===== config.mk =====
export PLATFORM = sky130hd
export DESIGN_NAME = cc_fetch
export DESIGN_NICKNAME = d
export VERILOG_FILES = /design/src/hdl/cc_pkg.sv /design/src/hdl/cc_fetch.sv
export SDC_FILE = /design/constraint.sdc
export NUM_CORES = 1
export LEC_CHECK = 0
export BUFFER_PORTS_ARGS = -buffer_cell sky130_fd_sc_hd__buf_2
export CORE_ASPECT_RATIO = 1.75
export CORE_UTILIZATION = 48
export DETAILED_ROUTE_END_ITERATION = 12
export PLACE_DENSITY_LB_ADDON = 0.25
export SETUP_SLACK_MARGIN = 0.3
export SKIP_LAST_GASP = 1
export SLEW_MARGIN = 20
export SYNTH_ARGS = -nofsm -noshare
export SYNTH_HDL_FRONTEND = slang
export SYNTH_SLANG_ARGS = --single-unit

===== constraint.sdc =====
create_clock -name clk_i -period 3.8 [get_ports clk_i]
set_input_delay 0.76 -clock clk_i [delete_from_list [all_inputs] [get_ports clk_i]]
set_output_delay 0.76 -clock clk_i [all_outputs]
set_load 0.03 [all_outputs]

===== src/hdl/cc_pkg.sv =====
package cc_pkg;

  // ------------------------------------------------------------
  // Configuration
  // ------------------------------------------------------------
  localparam logic [31:0] boot_addr = 32'h0000_1000;
  localparam int unsigned id_width  = 5;

  // Register (1) or bypass (0) the offload spill registers
  localparam bit reg_offload_req  = 1'b1;
  localparam bit reg_offload_resp = 1'b1;

  // ------------------------------------------------------------
  // Encodings
  // ------------------------------------------------------------
  localparam logic [6:0] opc_op        = 7'b0110011;
  localparam logic [6:0] opc_op_imm    = 7'b0010011;
  localparam logic [6:0] funct7_muldiv = 7'b0000001;
  localparam logic [2:0] f3_addi       = 3'b000;

  // RV32M operations, equal to funct3
  localparam logic [2:0] md_mul    = 3'b000;
  localparam logic [2:0] md_mulh   = 3'b001;
  localparam logic [2:0] md_mulhsu = 3'b010;
  localparam logic [2:0] md_mulhu  = 3'b011;
  localparam logic [2:0] md_div    = 3'b100;
  localparam logic [2:0] md_divu   = 3'b101;
  localparam logic [2:0] md_rem    = 3'b110;
  localparam logic [2:0] md_remu   = 3'b111;

  typedef union packed {
    struct packed {
      logic [6:0] funct7;
      logic [4:0] rs2;
      logic [4:0] rs1;
      logic [2:0] funct3;
      logic [4:0] rd;
      logic [6:0] opcode;
    } r_type;
    struct packed {
      logic [11:0] imm;
      logic [4:0]  rs1;
      logic [2:0]  funct3;
      logic [4:0]  rd;
      logic [6:0]  opcode;
    } i_type;
  } inst_t;

endpackage


===== src/hdl/cc_fetch.sv =====
module cc_fetch (
  input  logic           clk_i,
  input  logic           rst_i,
  output logic [31:0]    inst_addr_o,
  input  logic [31:0]    inst_data_i,
  output logic           inst_valid_o,
  input  logic           inst_ready_i,
  input  logic           stall_i,
  output logic           fetch_valid_o,
  output cc_pkg::inst_t  fetch_word_o,
  output logic [31:0]    fetch_pc_o
);

  import cc_pkg::*;

  logic [31:0] pc;
  logic        run_q, hold_full, xfer;

  // Next request goes out as soon as the held word is consumed
  assign inst_valid_o  = run_q && (!hold_full || !stall_i);
  assign inst_addr_o   = pc;
  assign xfer          = inst_valid_o && inst_ready_i;
  assign fetch_valid_o = hold_full;

  always_ff @(posedge clk_i or posedge rst_i) begin
    if (rst_i) begin
      run_q     <= 1'b0;
      hold_full <= 1'b0;
      pc        <= boot_addr;
    end else begin
      run_q     <= 1'b1;
      hold_full <= xfer || (hold_full && stall_i);
      if (xfer) begin
        pc <= pc + 32'd4;
      end
    end
  end

  always_ff @(posedge clk_i) begin
    if (xfer) begin
      fetch_word_o <= inst_data_i;
      fetch_pc_o   <= pc;
    end
  end

endmodule


======== Word-level counts from Yosys, hierarchy flattened ========
Index checks and enable logic that the tools add are counted.
storage, ports and cells
  memory bits (writable) .................. 0
  bits of input ports ..................... 36
  memories ................................ 0
  word-level logic and storage cells ...... 13
  flip-flop bits (word level) ............. 98
  output and inout port bits .............. 98
  ROM bits ................................ 0
  bits in latches ......................... 0
operators by class
  equal/unequal tests ..................... 0
  mux-type cells .......................... 0
  add/sub/neg operators ................... 1
  divide/modulo/power cells ............... 0
  $mul .................................... 0
  reduce and logical (&&, ||, !) cells .... 7
  order comparisons ....................... 0
  shift-type cells ........................ 0
  bitwise gates (word level) .............. 0
operators by type and width
  kind                                                              number
  32-bit by 3-bit adder with 32-bit output (second input constant)  1
  1-bit logical AND                                                 3
  1-bit logical NOT                                                 2
  1-bit logical OR                                                  2

======== Logic depth before layout (Yosys ltp) ========
Gate-level depths: netlist of run 1.
  depth in word-level cells ............... 5
  depth in mapped cells ................... 6
  mapped depth without buffers ............ 6

======== Worst setup path after synthesis of run 1 ========
Ideal clock, no wire load.
  kind .................................... in2reg
  start point ............................. input port stall_i
  end point ............................... register pc[17], in the netlist inst_addr_o[17]
  path slack .............................. 405 ps
  cell stages on the path ................. 6
  required time ........................... 3719 ps
  buffers on the path ..................... 0
  arrival time ............................ 3315 ps
  cells stage by stage .................... a21boi_4 > nand2_1 > inv_1 > nand3_1 > nor3_1 > xor2_1
on the way
  longest elaborated chain between the ends .. 4
ends and longest elaborated chain
  element                 line            source
  start: declaration      cc_fetch.sv:8   input logic stall_i,
  1-bit logical NOT       cc_fetch.sv:20  assign inst_valid_o = run_q && (!hold_full || !stall_i);
  1-bit logical OR        cc_fetch.sv:20
  1-bit logical AND       cc_fetch.sv:20
  1-bit logical AND       cc_fetch.sv:22  assign xfer = inst_valid_o && inst_ready_i;
  named net xfer          cc_fetch.sv:17  logic run_q, hold_full, xfer;
  end signal: assignment  cc_fetch.sv:29  pc <= boot_addr;
  end signal: assignment  cc_fetch.sv:34  pc <= pc + 32'd4;
  end: declaration        cc_fetch.sv:16  logic [31:0] pc;
The timed path passes the listed nets, and every way through them passes these cells.
A chain may end at the register's enable or synchronous reset.

======== Worst setup path in the final report of run 1 ========
  start point ............................. input port stall_i
  end point ............................... output port inst_valid_o
on the way
  longest elaborated chain between the ends .. 3
ends and longest elaborated chain
  element            line            source
  1-bit logical NOT  cc_fetch.sv:20
  1-bit logical OR   cc_fetch.sv:20
  1-bit logical AND  cc_fetch.sv:20
  end: declaration   cc_fetch.sv:6   output logic inst_valid_o,
Every way passes these cells.

==> impl_metrics.prom, run 1 <==
# TYPE chip_impl_metric gauge
chip_impl_info{name="status",value="finished clean"} 1
chip_impl_metric{name="num-nets-final",unit=""} 380
chip_impl_info{name="crit_path_top_delay_cell",value="buf_2"} 1
chip_impl_metric{name="vias",unit=""} 2057
chip_impl_info{name="reg2reg_from",value="fetch_valid_o$_DFF_PP0_"} 1
chip_impl_info{name="cts_tree",value="built"} 1
chip_impl_metric{name="floorplan.initialDensity",unit="%"} 49.5
chip_impl_metric{name="sum_of_routed_wire_segments_on_met1",unit="mm"} 2.49
chip_impl_metric{name="synth-seq-cells",unit=""} 94
chip_impl_info{name="cp_top_family",value="buffers and inverters"} 1
chip_impl_metric{name="maxSlewHeadroom",unit="%"} 63.7
chip_impl_metric{name="clkTransAtPathRegs",unit="ps"} 60
chip_impl_info{name="hold_start",value="inst_addr_o[31]$_DFFE_PP0P_"} 1
chip_impl_metric{name="cts_made_buffers",unit=""} 9
chip_impl_metric{name="cp.buffers_inverters",unit=""} 2
chip_impl_metric{name="power.leakage",unit="nW"} 2.08
chip_impl_metric{name="cp_data_required_time",unit="ps"} 3040
chip_impl_metric{name="timing.reg2reg.setup_slack",unit="ps"} 1930
chip_impl_metric{name="worst_pin_slew",unit="ps"} 544
chip_impl_metric{name="die_area",unit="µm²"} 7420
chip_impl_metric{name="totalPowerFinal",unit="W"} 0.00242
chip_impl_metric{name="min_delay_path_depth",unit=""} 1
chip_impl_metric{name="synth_top_area_share",unit="%"} 54.9
chip_impl_metric{name="synth_area",unit="µm²"} 3390
chip_impl_metric{name="finalHoldViolCount",unit=""} 0
chip_impl_metric{name="detailedPlacementHpwl",unit="mm"} 4.72
chip_impl_metric{name="finalCritPeriodShare",unit="%"} 53.4
chip_impl_info{name="crit_path_capture_type",value="output port"} 1
chip_impl_metric{name="chipHeight",unit="µm"} 113
chip_impl_metric{name="top_fanout_value_on_the_critical_path",unit=""} 4
chip_impl_info{name="hp-class",value="reg2reg"} 1
chip_impl_metric{name="detail_route.vias_per_cell",unit=""} 4.76
chip_impl_metric{name="timing.final.crit_period",unit="ps"} 2030
chip_impl_info{name="criticalPathCategory",value="in2out"} 1
chip_impl_metric{name="final_layout_size_suffix_gt1_share",unit="%"} 46.8
chip_impl_metric{name="first_pass_grt_wire_length",unit="mm"} 10.1
chip_impl_metric{name="die_x",unit="µm"} 65.5
chip_impl_info{name="worstSetupStartpointType",value="primary input"} 1
chip_impl_info{name="cp_cell_sequence",value="buf_2, a21boi_4, buf_2"} 1
chip_impl_info{name="yosys.cell_count.top_type",value="edfxtp_1"} 1
chip_impl_metric{name="floorplan.core_area",unit="µm²"} 6860
chip_impl_metric{name="area_growth",unit="%"} 31.9
chip_impl_metric{name="fin_worst_skew",unit="ps"} 4.15
chip_impl_metric{name="first_iter_violations",unit=""} 130
chip_impl_metric{name="antenna_violations_before_repair",unit=""} 0
chip_impl_info{name="highest-signal-layer",value="met4"} 1
chip_impl_metric{name="seq_area_frac_synth",unit="%"} 78.5
chip_impl_metric{name="report.final.slew_viol_count",unit=""} 0
chip_impl_metric{name="max-vdd-ir-drop",unit="V"} 0.000369
chip_impl_metric{name="drc",unit=""} 0
chip_impl_metric{name="globalplace.congestion",unit=""} 0.757
chip_impl_metric{name="h_tree_lvl_count",unit=""} 3
chip_impl_info{name="timing.rr.end",value="inst_addr_o[17]$_DFFE_PP0P_"} 1
chip_impl_metric{name="p_per_area",unit="nW/µm²"} 540
chip_impl_metric{name="clockBufferDepth",unit=""} 2
chip_impl_metric{name="maximum_number_of_pins_on_one_net_before_global_route_repair",unit=""} 43
chip_impl_metric{name="synth_cell_type_count",unit=""} 24
chip_impl_metric{name="synth-warning-count",unit=""} 0
chip_impl_info{name="grt_setup_unrepaired",value="no"} 1
chip_impl_metric{name="synth.avg_cell_area",unit="µm²"} 16.9
chip_impl_metric{name="number_of_synthesized_flops_with_an_enable_pin",unit=""} 62
chip_impl_metric{name="port_buffers",unit=""} 129
chip_impl_metric{name="antenna_cells_inserted",unit=""} 0
chip_impl_metric{name="crit_arrival",unit="ps"} 1270
chip_impl_info{name="worstHoldEndpoint",value="inst_addr_o[31]$_DFFE_PP0P_"} 1
chip_impl_metric{name="drt_antenna_net_count",unit=""} 0
chip_impl_metric{name="cp_slowest_stage_delay",unit="ps"} 220
chip_impl_metric{name="syn_inst",unit=""} 201
chip_impl_metric{name="wl_per_cell",unit="µm"} 15.0
chip_impl_metric{name="met2_wirelength",unit="mm"} 3.54
chip_impl_metric{name="via_count_of_the_first_global_routing_pass",unit=""} 1964
chip_impl_metric{name="globalRoute.totalOverflow",unit=""} 0
chip_impl_metric{name="first_pass_iters",unit=""} 4
chip_impl_info{name="post_synth_most_frequent_cells",value="62 x edfxtp_1, 31 x dfrtp_1, 21 x nand2_1"} 1
chip_impl_metric{name="clk_latency",unit="ps"} 330
chip_impl_metric{name="setup-violations-final",unit=""} 0
chip_impl_info{name="clock-root-buffer",value="clkbuf_16"} 1
chip_impl_metric{name="post_cts_setup_buffers",unit=""} 0
chip_impl_info{name="ys_top_cells_by_area",value="edfxtp_1 55%, dfrtp_1 23%, xor2_1 4.6%"} 1
chip_impl_metric{name="num_io_pins",unit=""} 134
chip_impl_metric{name="total_wire_length_after_detailed_routing",unit="mm"} 6.49
chip_impl_metric{name="detailroute.wirelength.met3",unit="µm"} 339
chip_impl_metric{name="fmaxAchievable",unit="MHz"} 493
chip_impl_metric{name="core.rowCount",unit=""} 40
chip_impl_metric{name="timing.max_cap.violations",unit=""} 0
chip_impl_metric{name="asr_flop_ratio_synth",unit="%"} 34.0
chip_impl_metric{name="post_cts_resize_count",unit=""} 0
chip_impl_metric{name="grt_resource_usage_total",unit="%"} 19.0
chip_impl_metric{name="reg2reg_depth",unit=""} 7
chip_impl_info{name="cpMostUsedCell",value="buf_2"} 1
chip_impl_metric{name="finish.utilization",unit="%"} 65.2
chip_impl_info{name="synth.largest_area_cell",value="edfxtp_1"} 1
chip_impl_metric{name="post_cts_hold_buffer_count",unit=""} 0
chip_impl_info{name="main_flop_type_after_synthesis",value="edfxtp_1"} 1
chip_impl_metric{name="clock_sink_count",unit=""} 94
chip_impl_metric{name="fin_tns_setup",unit="ps"} 0
==> stage by stage <==
stage,hold slack (ps),worst slack (ps),std cells,cell area (µm²)
final,496,1770,432,4470
after global routing,505,1570,432,4470
after CTS,491,1770,432,4470
after detailed placement,483,1450,416,4150
after global placement,478,1540,416,4150
after floorplan,559,405,204,3400
==> power by group <==
part           internal (W)  switching [W]
Combinational     0.0000725       0.000183
Sequential          0.00116      0.0000531
Clock              0.000595       0.000355
Total               0.00182       0.000591
==> placed cells by master, fill, tap and decap left out, drive strengths merged <==
master and instances:
dfrtp 31, and4 2, dfstp 1, clkinvlp 2, and3 3, or3 1, nor2 6, xor2 18
nand2 21, ha 1, bufinv 2, inv 4, clkbuf 11, edfxtp 62, clkinv 1, buf 132
nand3 11, a21boi 1, xnor2 11, nor3 16, nand4 4, conb 5, nor3b 2
==> flip-flops by register name (all words and copies together), names as in the netlist <==
signal / cells
fetch_valid_o: 1
fetch_pc_o: 30
inst_addr_o: 30
run_q: 1
fetch_word_o: 32
==> metal layers <==
layer  vias to the layer above  global-route usage, %
met5                         -                      0
met4                         0                   9.42
met3                        11                   5.54
met2                        77                   32.3
met1                       972                   21.1
li1                        997                      -
==> how the worst max path moves through the flow <==
stage / start / end / slack (ps) / cells after the start
after floorplan: stall_i / inst_addr_o[17]$_DFFE_PP0P_ / 400 / 6
after global placement: stall_i / inst_addr_o[19]$_DFFE_PP0P_ / 1540 / 8
after detailed placement: stall_i / inst_addr_o[18]$_DFFE_PP0P_ / 1450 / 8
after CTS: stall_i / inst_valid_o / 1770 / 3
after global routing: stall_i / inst_addr_o[14]$_DFFE_PP0P_ / 1570 / 8
final: stall_i / inst_valid_o / 1770 / 3
==> cells by family (layout without fill, tap and decap cells) <==
family          Yosys count  in the layout  share of synthesized area [%]
flops                    94             94                           78.5
simple gates             66             66                           11.5
xor+xnor                 29             29                           7.49
buf+inv                   8            152                           1.33
other cells               2              5                          0.221
fa+ha+maj                 1              1                          0.369
compound gates            1              1                          0.553
==> layout make-up <==
cell class | count | area [µm²]
flip-flops and latches | 94 | 2660
inverters | 4 | 15.0
clock buffers | 11 | 243
clock inverters | 5 | 83.8
fillers | 531 | 2380
multi-input cells | 102 | 694
repair buffers | 132 | 668
well taps | 84 | 105
(Power assumes the default switching activity.)
==> run 2, diff against run 1 <==
--- a/config.mk
+++ b/config.mk
@@ -7,7 +7,7 @@
 export LEC_CHECK = 0
 export BUFFER_PORTS_ARGS = -buffer_cell sky130_fd_sc_hd__buf_2
 export CORE_ASPECT_RATIO = 1.75
-export CORE_UTILIZATION = 48
+export CORE_UTILIZATION = 43
 export DETAILED_ROUTE_END_ITERATION = 12
 export PLACE_DENSITY_LB_ADDON = 0.25
 export SETUP_SLACK_MARGIN = 0.3
==> constraint.sdc (replaced) <==
create_clock -name clk_i -period 1.8 [get_ports clk_i]
set_input_delay 0.36 -clock clk_i [delete_from_list [all_inputs] [get_ports clk_i]]
set_output_delay 0.36 -clock clk_i [all_outputs]
set_load 0.03 [all_outputs]
==> impl_metrics.prom, run 2 (synthesis gave the netlist of run 1 again) <==
# TYPE chip_impl_metric gauge
chip_impl_info{name="status",value="finished clean"} 1
chip_impl_metric{name="first_pass_grt_wire_length",unit="mm"} 10.9
chip_impl_metric{name="cp.buffers_inverters",unit=""} 2
chip_impl_metric{name="post_cts_hold_buffer_count",unit=""} 0
chip_impl_metric{name="cell_internal_pwr",unit="W"} 0.00392
chip_impl_metric{name="p_per_area",unit="nW/µm²"} 1070
chip_impl_metric{name="totalPowerFinal",unit="W"} 0.00524
chip_impl_metric{name="crit_arrival",unit="ps"} 1200
chip_impl_info{name="cp_cell_sequence",value="buf_4, buf_2"} 1
chip_impl_metric{name="comb_pwr_share",unit="%"} 13.8
chip_impl_info{name="most-common-layout-cells",value="128 x buf_2, 62 x edfxtp_1, 24 x buf_4"} 1
chip_impl_metric{name="antenna_violations_before_repair",unit=""} 0
chip_impl_metric{name="drt_antenna_net_count",unit=""} 0
chip_impl_info{name="hp-class",value="in2async"} 1
chip_impl_metric{name="clk_latency",unit="ps"} 340
chip_impl_metric{name="reg2reg_depth",unit=""} 5
chip_impl_metric{name="cp_slowest_stage_delay",unit="ps"} 560
chip_impl_metric{name="drc",unit=""} 0
chip_impl_metric{name="top_fanout_value_on_the_critical_path",unit=""} 2
chip_impl_metric{name="maximum_number_of_pins_on_one_net_before_global_route_repair",unit=""} 23
chip_impl_metric{name="final_layout_size_suffix_gt1_share",unit="%"} 58.1
chip_impl_metric{name="floorplan.initialDensity",unit="%"} 44.5
chip_impl_metric{name="chipHeight",unit="µm"} 119
chip_impl_metric{name="clkTransAtPathRegs",unit="ps"} 60
chip_impl_metric{name="cts_made_buffers",unit=""} 9
chip_impl_metric{name="finalCritPeriodShare",unit="%"} 86.8
chip_impl_metric{name="critical_path_depth",unit=""} 2
chip_impl_metric{name="clock_sink_count",unit=""} 94
chip_impl_metric{name="report.final.slew_viol_count",unit=""} 0
chip_impl_info{name="top_register_by_number_of_flip_flops",value="fetch_word_o"} 1
chip_impl_metric{name="p_sw_share",unit="%"} 25.3
chip_impl_info{name="timing.rr.end",value="inst_addr_o[18]$_DFFE_PP0P_"} 1
chip_impl_info{name="worstSetupStartpointType",value="flip-flop"} 1
chip_impl_metric{name="largest_register_ff_count",unit=""} 32
chip_impl_metric{name="detailedPlacementHpwl",unit="mm"} 4.96
chip_impl_info{name="cts_tree",value="built"} 1
chip_impl_metric{name="port_buffers",unit=""} 129
chip_impl_metric{name="vias",unit=""} 2225
chip_impl_metric{name="finalHoldViolCount",unit=""} 0
chip_impl_metric{name="grt_resource_usage_total",unit="%"} 17.5
chip_impl_metric{name="maxSlewHeadroom",unit="%"} 63.4
chip_impl_metric{name="clkPwrFrac",unit="%"} 38.3
chip_impl_metric{name="fmaxAchievable",unit="MHz"} 640
chip_impl_info{name="crit_path_capture_type",value="output port"} 1
chip_impl_metric{name="total_wire_length_after_detailed_routing",unit="mm"} 7.11
chip_impl_metric{name="h_tree_lvl_count",unit=""} 3
chip_impl_metric{name="globalRoute.totalOverflow",unit=""} 0
chip_impl_metric{name="antenna_cells_inserted",unit=""} 0
chip_impl_info{name="grt_setup_unrepaired",value="yes"} 1
chip_impl_metric{name="power.leakage",unit="nW"} 2.35
chip_impl_metric{name="first_pass_iters",unit=""} 4
chip_impl_metric{name="max-vdd-ir-drop",unit="V"} 0.000637
chip_impl_metric{name="num-nets-final",unit=""} 407
chip_impl_metric{name="timing.reg2reg.setup_slack",unit="ps"} 250
chip_impl_metric{name="timing.final.crit_period",unit="ps"} 1560
chip_impl_info{name="criticalPathCategory",value="reg2out"} 1
chip_impl_metric{name="nFillCells",unit=""} 565
chip_impl_metric{name="fin_worst_skew",unit="ps"} 4.99
chip_impl_info{name="crit_path_top_delay_cell",value="dfstp_2"} 1
chip_impl_metric{name="timing.max_cap.violations",unit=""} 0
chip_impl_metric{name="worst_pin_slew",unit="ps"} 549
chip_impl_metric{name="floorplan.core_area",unit="µm²"} 7620
chip_impl_metric{name="combined_flip_flop_and_latch_cell_area",unit="µm²"} 2680
chip_impl_metric{name="setup-violations-final",unit=""} 0
chip_impl_metric{name="multiInputGateArea",unit="µm²"} 851
chip_impl_metric{name="via_count_of_the_first_global_routing_pass",unit=""} 2240
chip_impl_metric{name="first_iter_violations",unit=""} 125
chip_impl_metric{name="globalplace.congestion",unit=""} 0.811
chip_impl_metric{name="wl_per_cell",unit="µm"} 15.4
chip_impl_metric{name="die_area",unit="µm²"} 8260
chip_impl_metric{name="detail_route.vias_per_cell",unit=""} 4.81
chip_impl_metric{name="clockBufferDepth",unit=""} 2
chip_impl_metric{name="sequentialPowerShare",unit="%"} 47.9
chip_impl_info{name="clock-root-buffer",value="clkbuf_16"} 1
chip_impl_metric{name="die_x",unit="µm"} 69.1
chip_impl_metric{name="power.net_switching",unit="W"} 0.00133
chip_impl_metric{name="core.rowCount",unit=""} 42
chip_impl_metric{name="num_io_pins",unit=""} 134
chip_impl_info{name="cp_top_family",value="flip-flops"} 1
chip_impl_metric{name="cp_data_required_time",unit="ps"} 1440
chip_impl_metric{name="holdWs",unit="ps"} 62.6
chip_impl_info{name="layout_commonest_cell",value="buf_2"} 1
chip_impl_info{name="reg2reg_from",value="inst_addr_o[2]$_DFFE_PP0P_"} 1
chip_impl_metric{name="area_growth",unit="%"} 44.9
run 2: layer usage:
layer | routed length (µm) | global-route usage [%] | vias to the layer above
met2 | 4150 | 32.3 | 81
li1 | - | - | 1054
met3 | 292 | 3.78 | 17
met4 | 224 | 11.2 | 0
met5 | 0 | 0 | -
met1 | 2440 | 17.3 | 1073
run 2: repair_timing:
| action | CTS | global route |
|---|---|---|
| endpoints found under the setup margin | 41 | 69 |
| resized for setup | 17 | 18 |
| pin swaps | 10 | 6 |
| gates cloned | 2 | 1 |
| buffers inserted | 4 | 5 |
run 2: worst max-delay path by stage:
stage,endpoint,startpoint,slack (ps)
final,inst_addr_o[12],inst_addr_o[12]$_DFFE_PP1P_,240
after global routing,inst_addr_o[13]$_DFFE_PP0P_,inst_addr_o[7]$_DFFE_PP0P_,150
after CTS,inst_addr_o[28]$_DFFE_PP0P_,inst_addr_o[2]$_DFFE_PP0P_,240
after detailed placement,inst_addr_o[27]$_DFFE_PP0P_,inst_addr_o[16]$_DFFE_PP0P_,160
after global placement,inst_addr_o[26]$_DFFE_PP0P_,inst_addr_o[12]$_DFFE_PP1P_,210
after floorplan,inst_addr_o[17]$_DFFE_PP0P_,fetch_valid_o$_DFF_PP0_,-500
run 2: stage by stage:
| stage | std cells | utilization [%] | setup TNS (ps) | cell area [µm²] | setup slack [ps] |
|---|---|---|---|---|---|
| 2_1_floorplan | 204 | - | -21610 | 3440 | -501 |
| 3_3_place_gp | 435 | 56.6 | 0 | 4320 | 209 |
| 3_5_place_dp | 435 | 56.6 | 0 | 4320 | 163 |
| 4_1_cts | 457 | 62.7 | 0 | 4780 | 244 |
| 5_1_grt | 463 | 64.5 | 0 | 4910 | 149 |
| 6_report | 463 | 64.5 | 0 | 4910 | 238 |
run 2: power by group through the flow:
stage	sequential [W]	clock (W)	combinational [W]
after detailed placement	0.00256	0	0.000673
after global routing	0.00252	0.00216	0.000771
final	0.00251	0.00201	0.000724
after CTS	0.00251	0.00206	0.000693
after floorplan	0.00281	0	0.000147
after global placement	0.00255	0	0.000668
run 2: cell type report:
cell class / count / share of cell area (%)
Clock buffer: 10 / 4.66
Clock inverter: 6 / 1.91
Inverter: 4 / 0.382
Multi-Input combinational cell: 103 / 17.3
Sequential cell: 94 / 54.4
Tap cell: 88 / 2.24
Timing Repair Buffer: 158 / 19.0
==> run 3, diff against run 2 <==
--- a/config.mk
+++ b/config.mk
@@ -5,10 +5,10 @@
 export SDC_FILE = /design/constraint.sdc
 export NUM_CORES = 1
 export LEC_CHECK = 0
-export BUFFER_PORTS_ARGS = -buffer_cell sky130_fd_sc_hd__buf_2
 export CORE_ASPECT_RATIO = 1.75
-export CORE_UTILIZATION = 43
+export CORE_UTILIZATION = 55
 export DETAILED_ROUTE_END_ITERATION = 12
+export DONT_BUFFER_PORTS = 1
 export PLACE_DENSITY_LB_ADDON = 0.25
 export SETUP_SLACK_MARGIN = 0.3
 export SKIP_LAST_GASP = 1
==> impl_metrics.prom, run 3 (synthesis gave the netlist of run 1 again) <==
# TYPE chip_impl_metric gauge
chip_impl_info{name="status",value="finished clean"} 1
chip_impl_metric{name="die_x",unit="µm"} 61.4
chip_impl_metric{name="cts_made_buffers",unit=""} 9
chip_impl_metric{name="die_area",unit="µm²"} 6500
chip_impl_metric{name="antenna_violations_before_repair",unit=""} 0
chip_impl_metric{name="maximum_number_of_pins_on_one_net_before_global_route_repair",unit=""} 53
chip_impl_metric{name="cp.buffers_inverters",unit=""} 0
chip_impl_metric{name="p_per_area",unit="nW/µm²"} 1100
chip_impl_info{name="hold_start",value="inst_data_i[7]"} 1
chip_impl_metric{name="nFillCells",unit=""} 407
chip_impl_metric{name="cp_slowest_stage_delay",unit="ps"} 500
chip_impl_metric{name="reg2reg_depth",unit=""} 5
chip_impl_info{name="cpMostUsedCell",value="nand3_1"} 1
chip_impl_metric{name="maxSlewHeadroom",unit="%"} 66.1
chip_impl_metric{name="report.final.slew_viol_count",unit=""} 0
chip_impl_metric{name="max-vdd-ir-drop",unit="V"} 0.000991
chip_impl_metric{name="finalCritPeriodShare",unit="%"} 89.5
chip_impl_metric{name="top_fanout_value_on_the_critical_path",unit=""} 5
chip_impl_metric{name="finish.utilization",unit="%"} 70.1
chip_impl_metric{name="fin_tns_setup",unit="ps"} 0
chip_impl_info{name="layout_commonest_cell",value="edfxtp_1"} 1
chip_impl_info{name="hp-class",value="in2reg"} 1
chip_impl_info{name="cp_cell_sequence",value="a21boi_4, nand3_1, nor3_2, nand3_1, xnor2_1"} 1
chip_impl_metric{name="floorplan.initialDensity",unit="%"} 57.2
chip_impl_metric{name="power.leakage",unit="nW"} 1.79
chip_impl_metric{name="first_pass_grt_wire_length",unit="mm"} 9.59
chip_impl_info{name="worstSetupStartpointType",value="flip-flop"} 1
chip_impl_metric{name="vias",unit=""} 1820
chip_impl_metric{name="detailedPlacementHpwl",unit="mm"} 4.44
chip_impl_metric{name="largest_register_ff_count",unit=""} 32
chip_impl_metric{name="clockBufferDepth",unit=""} 2
chip_impl_metric{name="floorplan.core_area",unit="µm²"} 5930
chip_impl_metric{name="h_tree_lvl_count",unit=""} 3
chip_impl_info{name="top_register_by_number_of_flip_flops",value="fetch_word_o"} 1
chip_impl_metric{name="fin_worst_skew",unit="ps"} 10.1
chip_impl_metric{name="finalHoldViolCount",unit=""} 0
chip_impl_info{name="clock-root-buffer",value="clkbuf_8"} 1
chip_impl_metric{name="wl_per_cell",unit="µm"} 19.3
chip_impl_metric{name="first_iter_violations",unit=""} 142
chip_impl_info{name="most-common-layout-cells",value="62 x edfxtp_1, 31 x buf_4, 27 x dfrtp_1"} 1
chip_impl_metric{name="total_wire_length_after_detailed_routing",unit="mm"} 6.41
chip_impl_info{name="worstHoldEndpoint",value="fetch_word_o[7]$_DFFE_PP_"} 1
chip_impl_info{name="crit_path_top_delay_cell",value="dfrtp_2"} 1
chip_impl_metric{name="detail_route.vias_per_cell",unit=""} 5.48
chip_impl_info{name="crit_path_capture_type",value="flip-flop"} 1
chip_impl_metric{name="min_delay_path_depth",unit=""} 0
chip_impl_metric{name="chipHeight",unit="µm"} 106
chip_impl_metric{name="timing.max_cap.violations",unit=""} 0
chip_impl_info{name="grt_setup_unrepaired",value="yes"} 1
chip_impl_metric{name="clk_latency",unit="ps"} 360
chip_impl_metric{name="core.rowCount",unit=""} 37
chip_impl_metric{name="drc",unit=""} 0
chip_impl_metric{name="port_buffers",unit=""} 0
chip_impl_metric{name="worst_pin_slew",unit="ps"} 509
chip_impl_metric{name="timing.final.crit_period",unit="ps"} 1610
chip_impl_info{name="cp_top_family",value="simple AND/OR/NAND/NOR gates"} 1
chip_impl_metric{name="num_io_pins",unit=""} 134
chip_impl_metric{name="final_layout_size_suffix_gt1_share",unit="%"} 36.2
chip_impl_metric{name="first_pass_iters",unit=""} 6
chip_impl_metric{name="globalRoute.totalOverflow",unit=""} 0
chip_impl_metric{name="grt_resource_usage_total",unit="%"} 21.5
chip_impl_info{name="reg2reg_from",value="fetch_valid_o$_DFF_PP0_"} 1
chip_impl_metric{name="setup-violations-final",unit=""} 0
chip_impl_metric{name="crit_arrival",unit="ps"} 1860
chip_impl_metric{name="clock_sink_count",unit=""} 94
chip_impl_info{name="criticalPathCategory",value="reg2reg"} 1
chip_impl_metric{name="fmaxAchievable",unit="MHz"} 621
chip_impl_metric{name="globalplace.congestion",unit=""} 0.795
chip_impl_info{name="cts_tree",value="built"} 1
chip_impl_metric{name="timing.reg2reg.setup_slack",unit="ps"} 190
chip_impl_metric{name="clkTransAtPathRegs",unit="ps"} 90
chip_impl_metric{name="num-nets-final",unit=""} 286
chip_impl_info{name="timing.rr.end",value="inst_addr_o[16]$_DFFE_PP0P_"} 1
chip_impl_metric{name="via_count_of_the_first_global_routing_pass",unit=""} 1856
chip_impl_metric{name="area_growth",unit="%"} 22.5
chip_impl_metric{name="drt_antenna_net_count",unit=""} 0
chip_impl_metric{name="antenna_cells_inserted",unit=""} 0
chip_impl_metric{name="cp_data_required_time",unit="ps"} 2050
==> run 3: routing by layer <==
metal / GRT usage, % / routed length (µm)
met5: 0 / 0
met4: 12.1 / 194
met2: 36.2 / 3630
met3: 7.12 / 436
met1: 22.5 / 2160
==> run 3: area by class of cell <==
class	instances	area (µm²)	area share, %
clock buffers	9	124	2.98
clock inverters	7	88.8	2.14
inverters	4	18.8	0.452
multi-input cells	103	851	20.5
flip-flops and latches	94	2670	64.2
well taps	78	97.6	2.35
repair buffers	37	308	7.41
==> run 3: repair_timing <==
| action | 4_1_cts | 5_1_grt |
|---|---|---|
| endpoints found under the setup margin | 86 | 90 |
| hold endpoints to repair | 31 | 0 |
| gates resized for setup | 21 | 7 |
| pin swaps | 9 | 3 |
| buffers inserted | 3 | 1 |
| hold buffers | 1 | 0 |
| gates cloned | 1 | 0 |
==> run 3: worst max-delay path by stage <==
stage / startpoint / endpoint / slack, ps / cells after the start
finish: fetch_valid_o$_DFF_PP0_ / inst_addr_o[16]$_DFFE_PP0P_ / 190 / 5
global route: fetch_valid_o$_DFF_PP0_ / inst_addr_o[13]$_DFFE_PP0P_ / 90 / 6
CTS: fetch_valid_o$_DFF_PP0_ / inst_valid_o / 180 / 2
detailed placement: fetch_valid_o$_DFF_PP0_ / inst_addr_o[24]$_DFFE_PP0P_ / 150 / 5
global placement: inst_addr_o[2]$_DFFE_PP0P_ / inst_addr_o[26]$_DFFE_PP0P_ / 170 / 6
floorplan: fetch_valid_o$_DFF_PP0_ / inst_addr_o[17]$_DFFE_PP0P_ / -500 / 6
==> run 3: metrics by stage <==
stage          std cells  area [µm²]  hold slack, ps  total power [W]  setup WS (ps)
6_report             332        4160            88.7          0.00458            190
5_1_grt              332        4160            68.2          0.00474           86.4
4_1_cts              331        4120            66.8          0.00462            181
3_5_place_dp         310        3760             369          0.00312            146
3_3_place_gp         310        3760             351          0.00310            173
2_1_floorplan        204        3440             459          0.00296           -501
==> run 3: power by group <==
| part | switching (W) | total [W] | internal (W) | leakage (nW) |
|---|---|---|---|---|
| clock | 0.000686 | 0.00146 | 0.000772 | 0.104 |
| sequential | 0.000206 | 0.00266 | 0.00245 | 1.02 |
| combinational | 0.000311 | 0.000460 | 0.000150 | 0.664 |
